<file path="config.mk">
export PLATFORM = sky130hd
export DESIGN_NAME = stream_packer
export DESIGN_NICKNAME = d
export VERILOG_FILES = /design/src/rtl/yuv420_pkg.sv /design/src/rtl/stream_packer.sv
export SDC_FILE = /design/constraint.sdc
export NUM_CORES = 1
export LEC_CHECK = 0
export ABC_CLOCK_PERIOD_IN_PS = 12850
export BUFFER_PORTS_ARGS = -buffer_cell sky130_fd_sc_hd__buf_2
export CORE_MARGIN = 5
export CORE_UTILIZATION = 45
export CTS_CLUSTER_SIZE = 12
export DETAILED_ROUTE_END_ITERATION = 6
export PLACE_DENSITY = 0.62
export SLEW_MARGIN = 10
export SYNTH_ARGS = -nofsm -noshare
export SYNTH_HDL_FRONTEND = slang
export SYNTH_SLANG_ARGS = --single-unit
</file>
<file path="constraint.sdc">
create_clock -name clk -period 12.85 [get_ports clk]
set_input_delay 1.9275 -clock clk [delete_from_list [all_inputs] [get_ports clk]]
set_output_delay 1.9275 -clock clk [all_outputs]
set_load 0.005 [all_outputs]
</file>
<file path="src/rtl/yuv420_pkg.sv">
package yuv420_pkg;

   // stream marker codes
   typedef enum logic [2:0] {
      dtype_frame_start = 3'd0,
      dtype_row_start   = 3'd1,
      dtype_pixel       = 3'd2,
      dtype_row_end     = 3'd3,
      dtype_frame_end   = 3'd4
   } dtype_t;

   // widest supported row
   localparam int max_cols = 1288;
   localparam int col_width = $clog2(max_cols);

   // low bits dropped from the raw sample to get one byte
   localparam int raw_pixel_shift = 8;

   // output word and byte buffer sizes
   localparam int word_width = 32;
   // one word plus one full yuv triple
   localparam int obuf_width = word_width + 24;
   localparam int fill_width = $clog2(obuf_width);

   // one item on the input stream
   typedef struct packed {
      dtype_t      dtype;
      logic [7:0]  y;
      logic [7:0]  u;
      logic [7:0]  v;
      logic [15:0] raw;
   } pixel_in_t;

   // item after the kernel stage, aligned with its chroma averages
   typedef struct packed {
      dtype_t      dtype;
      logic [7:0]  y;
      logic [7:0]  u;
      logic [7:0]  v;
      logic [15:0] raw;
      logic [7:0]  u_ave;
      logic [7:0]  v_ave;
      // odd row and odd column, the 2x2 averages go out after y
      logic        dump_uv;
   } kernel_out_t;

   // one line buffer entry
   typedef struct packed {
      logic [7:0] u;
      logic [7:0] v;
   } uv_t;

endpackage
</file>
<file path="src/rtl/stream_packer.sv">
`timescale 1ns/100ps

module stream_packer (
   input  logic                              clk,
   input  logic                              resetb,
   input  logic                              kv,
   input  yuv420_pkg::kernel_out_t           kout,
   input  logic                              raw_mode,
   input  logic                              enable_420,
   output logic                              dvo,
   output yuv420_pkg::dtype_t                dtypeo,
   output logic [yuv420_pkg::word_width-1:0] datao
);

   localparam int obw = yuv420_pkg::obuf_width;
   localparam int fw  = yuv420_pkg::fill_width;

   logic [obw-1:0]                     obuf;
   logic [fw-1:0]                      opos;
   logic [obw-1:0]                     next_obuf;
   logic [fw-1:0]                      next_opos;
   logic [fw-1:0]                      next_opos2;
   logic [obw-1:0]                     word_shift;
   logic [yuv420_pkg::word_width-1:0]  word;
   logic [yuv420_pkg::word_width-1:0]  word_swap;
   logic [15:0]                        raw_shift;
   logic [7:0]                         raw_byte;
   logic                               pixel_valid;
   logic                               flush_req;
   logic                               flushed;

   assign pixel_valid = kv && (kout.dtype == yuv420_pkg::dtype_pixel);
   // frame end with bytes left over in the buffer
   assign flush_req   = kv && (kout.dtype == yuv420_pkg::dtype_frame_end) && (opos != '0);

   assign raw_shift = kout.raw >> yuv420_pkg::raw_pixel_shift;
   assign raw_byte  = raw_shift[7:0];

   // newest byte enters at the bottom and the oldest sits at bit opos-1
   always_comb begin
      next_obuf = obuf;
      next_opos = opos;
      if (flush_req) begin
         // move the leftover bytes to the top of the word with zeros below
         next_obuf = obuf << (fw'(yuv420_pkg::word_width) - opos);
         next_opos = fw'(yuv420_pkg::word_width);
      end else if (raw_mode) begin
         next_obuf = {obuf[obw-9:0], raw_byte};
         next_opos = opos + fw'(8);
      end else if (!enable_420) begin
         next_obuf = {obuf[obw-25:0], kout.y, kout.u, kout.v};
         next_opos = opos + fw'(24);
      end else if (kout.dump_uv) begin
         next_obuf = {obuf[obw-25:0], kout.y, kout.u_ave, kout.v_ave};
         next_opos = opos + fw'(24);
      end else begin
         // u and v dropped on this pixel
         next_obuf = {obuf[obw-9:0], kout.y};
         next_opos = opos + fw'(8);
      end
   end

   // oldest 32 bits of the buffer with the first byte in the low lane
   assign next_opos2 = next_opos - fw'(yuv420_pkg::word_width);
   assign word_shift = next_obuf >> next_opos2;
   assign word       = word_shift[yuv420_pkg::word_width-1:0];
   assign word_swap  = {word[7:0], word[15:8], word[23:16], word[31:24]};

   always_ff @(posedge clk) begin
      if (pixel_valid || flush_req) begin
         obuf <= next_obuf;
      end
   end

   always_ff @(posedge clk or negedge resetb) begin
      if (!resetb) begin
         dvo     <= 1'b0;
         dtypeo  <= yuv420_pkg::dtype_frame_start;
         datao   <= '0;
         opos    <= '0;
         flushed <= 1'b0;
      end else begin
         flushed <= flush_req;
         if (pixel_valid || flush_req) begin
            // the flush word goes out tagged as a pixel
            dtypeo <= yuv420_pkg::dtype_pixel;
            if (next_opos >= fw'(yuv420_pkg::word_width)) begin
               dvo   <= 1'b1;
               datao <= word_swap;
               opos  <= next_opos2;
            end else begin
               dvo  <= 1'b0;
               opos <= next_opos;
            end
         end else if (flushed) begin
            // delayed frame end keeps the flushed word on datao
            dvo    <= 1'b1;
            dtypeo <= yuv420_pkg::dtype_frame_end;
         end else if (kv) begin
            // markers pass through with zero data
            dvo    <= 1'b1;
            dtypeo <= kout.dtype;
            datao  <= '0;
            if (kout.dtype == yuv420_pkg::dtype_frame_start) begin
               opos <= '0;
            end
         end else begin
            dvo   <= 1'b0;
            datao <= '0;
         end
      end
   end

endmodule

</file>
==> flow_summary.json, run 1 <==
{
  "reg2reg_to": "datao[25]$_DFFE_PN0P_",
  "syn-cell-area_mm2": 0.0129,
  "grt_usage_pct": 39.2,
  "wl_per_cell_um": 33.3,
  "fin_nets": 1584,
  "cp-start-kind": "input pin",
  "ys_ff_latch": 99,
  "clock_path_buffers": 2,
  "vdd_ir_drop_max_uv": 79.1,
  "cts_resized": 0,
  "hold_viol": 0,
  "ys_warn_count": 0,
  "path_class": "input pin to flop",
  "overflow": 0,
  "relSlewSlack_pct": 14.0,
  "period_share_pct": 50.4,
  "post-synth-top-count-cell": "nand2_1",
  "drcViolationCount": 0,
  "grt_pass1_wl_mm": 93.2,
  "dp.cells": 1888,
  "final_util_pct": 48.7,
  "grt_max_degree": 66,
  "critPathCaptureType": "flop",
  "r2r_start": "opos[0]$_DFFE_PN0P_",
  "arrival_ns": 6.71,
  "async_flop_share_pct": 43.4,
  "avgViaCountPerCell": 7.73,
  "synth_edf_count": 56,
  "syn_avg_cell_area_um2": 8.50,
  "finalWorstPathRequiredPeriod_ns": 6.47,
  "syn_inst": 1515,
  "io_pins": 101,
  "die_w_um": 179,
  "antenna_found_initial": 0,
  "area_growth_pct": 7.76,
  "die_area_mm2": 0.0321,
  "tightest_slew_ns": 1.28,
  "critPathLaunch": "kout[58]",
  "post-route-cell-area_mm2": 0.0139,
  "synth.distinct_cells": 88,
  "root_buffer": "clkbuf_16",
  "ys.flop_type": "edfxtp_1",
  "wl_met2_mm": 26.2,
  "yosys-top-cells-area": "mux4_2 (14%), edfxtp_1 (13%), dfrtp_1 (8.4%)",
  "rsz0062_at_grt": "false",
  "clkLatencyLatePin_ns": 0.38,
  "die_y_um": 179,
  "fin_cells": 1904,
  "core_mm2": 0.0285,
  "cts_max_level": 3,
  "n_antenna_cell": 0,
  "setup_tns_ns": 0,
  "hpwl_mm": 45.3,
  "cts_tree": "done",
  "dr.pass1.iters": 6,
  "synth_top_area_share_pct": 14.3,
  "fin_skew_ns": 0.0134,
  "hold_class": "flop to flop",
  "drt-total-wl_mm": 63.4,
  "portBuffers": 92,
  "outcome": "completed",
  "yosysSeqAreaShare_pct": 21.4,
  "maxCapViolCount": 0,
  "placedInstanceArea_mm2": 0.0136,
  "leakage_nw": 4.96,
  "clock_sinks": 99,
  "critPathRequiredTime_ns": 13.08,
  "numCtsBuffers": 9,
  "drive_gt1_share_pct": 20.9,
  "ant_nets": 0,
  "route.met3.wl_mm": 9.15,
  "slew_viol_final": 0,
  "critical_path.endpoint": "datao[7]$_DFFE_PN0P_",
  "r2r_slack_ns": 6.49,
  "synth_commonest_cells": "nand2_1 (143), o21ai_0 (141), nor2_1 (102)",
  "fmax_mhz": 154,
  "setup_viol": 0,
  "ctsHoldBuffers": 0,
  "gp_congestion": 1.05,
  "yosys.area.top_type": "mux4_2",
  "rows": 62,
  "cts.clk_slew.worst_paths_ns": 0.09,
  "routed.top_layer": "met4",
  "ff2ff_path_depth": 13,
  "powerDensity_mw_per_mm2": 124,
  "cts_setup_buffers": 0,
  "m1WireLength_mm": 23.5,
  "synth_nets": 1584,
  "first_global_vias": 13600,
  "critical_path.max_fanout": 62,
  "vias": 14700,
  "start_util_pct": 45.2,
  "dr.first_iter.drc_count": 2769
}
registers in the layout, indices dropped and copies added, names as in the netlist:
signal	count
opos	6
dvo	1
dtypeo	3
flushed	1
datao	32
obuf	56
logic make-up (layout without fill, tap and decap cells):
kind of cell	after synthesis	count (layout)	synth area share [%]
AOI/OAI and AO/OA	574	574	29.9
xor gates and xnor gates	9	9	0.612
adders and majority gates	4	4	0.389
buffers and inverters	168	173	6.19
DFF	99	99	21.4
muxes	215	215	25.0
and+or+nand+nor	446	446	16.5
where the power goes:
part / internal [mW] / switching (mW) / leakage, nW
clock network: 0.140 / 0.166 / 0.147
logic: 0.312 / 0.698 / 3.71
registers: 0.363 / 0.0418 / 1.10
total: 0.815 / 0.906 / 4.96
final cells by class:
| cell class | instances | area [um2] |
|---|---|---|
| inverters | 18 | 67.6 |
| fillers | 2801 | 14600 |
| multi-input cells | 1248 | 9450 |
| well taps | 384 | 480 |
| repair buffers | 139 | 813 |
| flip-flops and latches | 99 | 2760 |
| clock inverters | 7 | 82.6 |
| clock buffers | 9 | 225 |
critical path, stage by stage:
cell,delay [ns]
buf_2,0.14
nand4bb_1,0.42
a31o_2,0.55
inv_2,0.48
buf_4,0.68
a21oi_1,0.10
a221oi_1,0.83
o31ai_2,0.34
nor2_1,0.23
o22ai_1,0.19
a221oi_1,0.57
o21ai_0,0.19
layer usage:
metal	vias up	GRT usage, %
met1	7039	53.6
met4	0	20.8
met2	1355	56.4
met3	275	10.7
li1	6055	-
met5	-	0
worst min-delay path by stage:
stage / from / to / cells after the start
after floorplan: datao[19]$_DFFE_PN0P_ / datao[19]$_DFFE_PN0P_ / 2
after global placement: datao[19]$_DFFE_PN0P_ / datao[19]$_DFFE_PN0P_ / 2
after detailed placement: datao[3]$_DFFE_PN0P_ / datao[3]$_DFFE_PN0P_ / 2
after CTS: datao[3]$_DFFE_PN0P_ / datao[3]$_DFFE_PN0P_ / 2
after global routing: datao[3]$_DFFE_PN0P_ / datao[3]$_DFFE_PN0P_ / 2
final: datao[3]$_DFFE_PN0P_ / datao[3]$_DFFE_PN0P_ / 2
placed cells by master (no fill, tap or decap), types with 13 or more instances in the layout:
| cell | synthesis | layout |
|---|---|---|
| inv_1 | 13 | 13 |
| nand2_1 | 143 | 142 |
| edfxtp_1 | 56 | 56 |
| o31ai_1 | 15 | 15 |
| dfrtp_1 | 43 | 42 |
| buf_2 | 46 | 92 |
| mux2_2 | 35 | 35 |
| a221oi_1 | 14 | 14 |
| buf_4 | 14 | 47 |
| nand4_1 | 15 | 15 |
| nand3_1 | 77 | 77 |
| a21oi_1 | 100 | 99 |
| a21o_1 | 16 | 16 |
| o211ai_1 | 52 | 52 |
| o22ai_1 | 29 | 29 |
| mux2i_1 | 98 | 98 |
| a22oi_1 | 13 | 13 |
| a31oi_1 | 28 | 28 |
| a211oi_1 | 33 | 33 |
| nor2_1 | 102 | 96 |
| mux4_2 | 82 | 82 |
| nor3_1 | 30 | 30 |
| o21ai_0 | 141 | 141 |
per-stage QoR:
| step | total power [mW] | hold slack, ns | setup WS (ns) |
|---|---|---|---|
| floorplan | 0.993 | 0.473 | 6.17 |
| global placement | 1.36 | 0.466 | 6.35 |
| detailed placement | 1.36 | 0.466 | 6.35 |
| CTS | 1.66 | 0.485 | 6.68 |
| global route | 1.76 | 0.522 | 6.40 |
| finish | 1.72 | 0.484 | 6.38 |
Note: power is estimated with default switching activity, not from simulation.
==> run 2: changes to the inputs <==
--- a/config.mk
+++ b/config.mk
@@ -5,7 +5,8 @@
 export SDC_FILE = /design/constraint.sdc
 export NUM_CORES = 1
 export LEC_CHECK = 0
-export ABC_CLOCK_PERIOD_IN_PS = 12850
+export ABC_AREA = 1
+export ABC_CLOCK_PERIOD_IN_PS = 6500
 export BUFFER_PORTS_ARGS = -buffer_cell sky130_fd_sc_hd__buf_2
 export CORE_MARGIN = 5
 export CORE_UTILIZATION = 45
==> constraint.sdc (replaced) <==
create_clock -name clk -period 6.5 [get_ports clk]
set_input_delay 0.975 -clock clk [delete_from_list [all_inputs] [get_ports clk]]
set_output_delay 0.975 -clock clk [all_outputs]
set_load 0.005 [all_outputs]
==> run 2 against run 1 <==
Final area shrank 13%. Setup slack lost 4.6 ns. Utilization shrank 1.0 points. Critical path type is now flop to flop. Largest power group unchanged.
==> flow_summary.json, run 2 <==
{
  "synth_top_area_share_pct": 30.4,
  "portBuffers": 92,
  "dr.pass1.iters": 6,
  "cts.clk_slew.worst_paths_ns": 0.07,
  "drcViolationCount": 0,
  "start_util_pct": 45.9,
  "synth_nets": 2016,
  "relSlewSlack_pct": 31.6,
  "drive_gt1_share_pct": 9.48,
  "tightest_slew_ns": 1.03,
  "overflow": 0,
  "top_regs": "obuf x56, datao x32, opos x6",
  "setup_viol": 0,
  "hpwl_mm": 34.3,
  "yosys-top-cells-area": "nand3_1 (30%), nand2_1 (21%), edfxtp_1 (15%)",
  "period_share_pct": 72.8,
  "rsz0062_at_grt": "false",
  "ctsHoldBuffers": 0,
  "leakage_nw": 5.71,
  "hold_class": "flop to flop",
  "path_buf_inv": 3,
  "gp_congestion": 0.997,
  "rows": 58,
  "die_area_mm2": 0.0290,
  "switchingPower_mw": 2.13,
  "avgViaCountPerCell": 6.27,
  "slowest_stage": "inv_2",
  "synth_commonest_cells": "nand3_1 (704), nand2_1 (652), buf_2 (74)",
  "outcome": "completed",
  "cp_top_family": "buffers and inverters",
  "die_w_um": 170,
  "maxCapViolCount": 0,
  "setup_tns_ns": 0,
  "cts_resized": 0,
  "area_growth_pct": 4.08,
  "dp.cells": 2245,
  "layout_commonest_cell": "nand3_1",
  "fin_cells": 2261,
  "cts_setup_buffers": 0,
  "clkLatencyLatePin_ns": 0.37,
  "async_flop_share_pct": 43.4,
  "first_global_vias": 12700,
  "arrival_ns": 4.98,
  "antenna_found_initial": 0,
  "p_sw_share_pct": 56.4,
  "ys.flop_type": "edfxtp_1",
  "final_util_pct": 47.7,
  "top_register": "obuf",
  "synth_edf_count": 56,
  "final_cell_mix": "nand3_1 (704), nand2_1 (652), buf_2 (92)",
  "setup_ws_ns": 1.77,
  "fin_skew_ns": 0.0125,
  "syn_avg_cell_area_um2": 5.95,
  "slew_viol_final": 0,
  "synth.distinct_cells": 47,
  "fillers": 2822,
  "pre_cts_ws_ns": 1.96,
  "path_cells": "inv_4, ha_1, buf_4, inv_2, nand3_1, nand3_1, nand2_1, nand2_1, nor2_1, a21boi_0, nand2_1, o211ai_1, nand3_1, nand2_1, nand2_1, a21oi_1, nand2_1, nand3_1, nand2_1",
  "die_y_um": 170,
  "ys_warn_count": 0,
  "r2r_start": "opos[0]$_DFFE_PN0P_",
  "placedInstanceArea_mm2": 0.0118,
  "largest_reg_flops": 56,
  "cp_common_cell": "nand2_1",
  "grt_usage_pct": 31.4,
  "critPathLaunch": "opos[0]$_DFFE_PN0P_",
  "wl_per_cell_um": 20.7,
  "dr.first_iter.drc_count": 2288,
  "yosysSeqAreaShare_pct": 23.8,
  "grt_pass1_wl_mm": 71.6,
  "vias": 14200,
  "vdd_ir_drop_max_uv": 303,
  "n_antenna_cell": 0,
  "cts_tree": "done",
  "critPathCaptureType": "flop",
  "hold_slack_ns": 0.479,
  "core_mm2": 0.0253,
  "ant_nets": 0,
  "path_class": "flop to flop",
  "critical_path.max_fanout": 61,
  "critPathRequiredTime_ns": 6.75,
  "ys_ff_latch": 99,
  "holdCritStartpoint": "datao[23]$_DFFE_PN0P_",
  "hold_viol": 0,
  "clock_sinks": 99,
  "pwr-share-seq_pct": 20.6,
  "max_stage_delay_ns": 0.78,
  "finalWorstPathRequiredPeriod_ns": 4.73,
  "yosys.area.top_type": "nand3_1",
  "power.total_mw": 3.78,
  "p_int_mw": 1.65,
  "powerDensity_mw_per_mm2": 314,
  "numCtsBuffers": 9,
  "cts_max_level": 3,
  "cp-start-kind": "flop",
  "post-synth-top-count-cell": "nand3_1",
  "fmax_mhz": 211,
  "root_buffer": "clkbuf_16",
  "syn-cell-area_mm2": 0.0116,
  "p_comb_share_pct": 65.4,
  "post-route-cell-area_mm2": 0.0121,
  "fin_nets": 1995,
  "clock_path_buffers": 2,
  "io_pins": 101,
  "grt_max_degree": 70,
  "syn_inst": 1947,
  "drt-total-wl_mm": 46.9,
  "clockPowerShare_pct": 14.0
}
## run 2: per-layer routing
layer	vias up	share of wire (%)	track usage (%)
met2	830	43	46.6
met4	0	3.8	10.5
li1	6697	-	-
met3	107	12	5.78
met5	-	0	0
met1	6549	42	46.1
## run 2: path summary, 6_finish.rpt
| check | to | slack [ns] | cells after the start |
|---|---|---|---|
| setup / recovery | datao[27]$_DFFE_PN0P_ | 1.77 | 19 |
| hold / removal | datao[23]$_DFFE_PN0P_ | 0.48 | 2 |
| setup reg to reg | datao[27]$_DFFE_PN0P_ | 1.77 | 19 |
| hold reg to reg | datao[23]$_DFFE_PN0P_ | 0.48 | 2 |
| max in group asynchronous | opos[0]$_DFFE_PN0P_ | 5.10 | 1 |
| min in group asynchronous | datao[20]$_DFFE_PN0P_ | 0.74 | 1 |
## run 2: worst reg2reg max path: cells and delay by family (launching register included)
kind                     cells  cell delay, ns
AO/OA/AOI/OAI                3            0.98
adder cells (fa/ha/maj)      1            0.35
buffers and inverters        3            1.57
flip-flops                   1            0.42
AND/OR/NAND/NOR             12            1.31
## run 2: cell type report
| class | instances | area, um2 | share of cell area, % |
|---|---|---|---|
| clock buffer | 10 | 229 | 1.90 |
| clock inverter | 6 | 40.0 | 0.332 |
| inverter | 74 | 290 | 2.41 |
| multi-input combinational | 1638 | 7770 | 64.5 |
| sequential | 99 | 2760 | 22.9 |
| tap | 330 | 413 | 3.42 |
| timing repair buffer | 104 | 551 | 4.57 |
## run 2: power groups by stage
stage | clock, mW | combinational (mW) | sequential, mW
2_1_floorplan | 0 | 1.75 | 0.772
4_1_cts | 0.532 | 2.39 | 0.777
3_5_place_dp | 0 | 2.38 | 0.790
3_3_place_gp | 0 | 2.38 | 0.790
5_1_grt | 0.558 | 2.67 | 0.784
6_report | 0.530 | 2.47 | 0.780
## run 2: kinds of logic after synthesis
family | synth area share [%]
AND/OR/NAND/NOR | 56.7
AO/OA/AOI/OAI | 9.41
flip-flops | 23.8
multiplexers | 0.346
XOR/XNOR | 0.140
buffers and inverters | 9.21
adder cells (fa/ha/maj) | 0.432
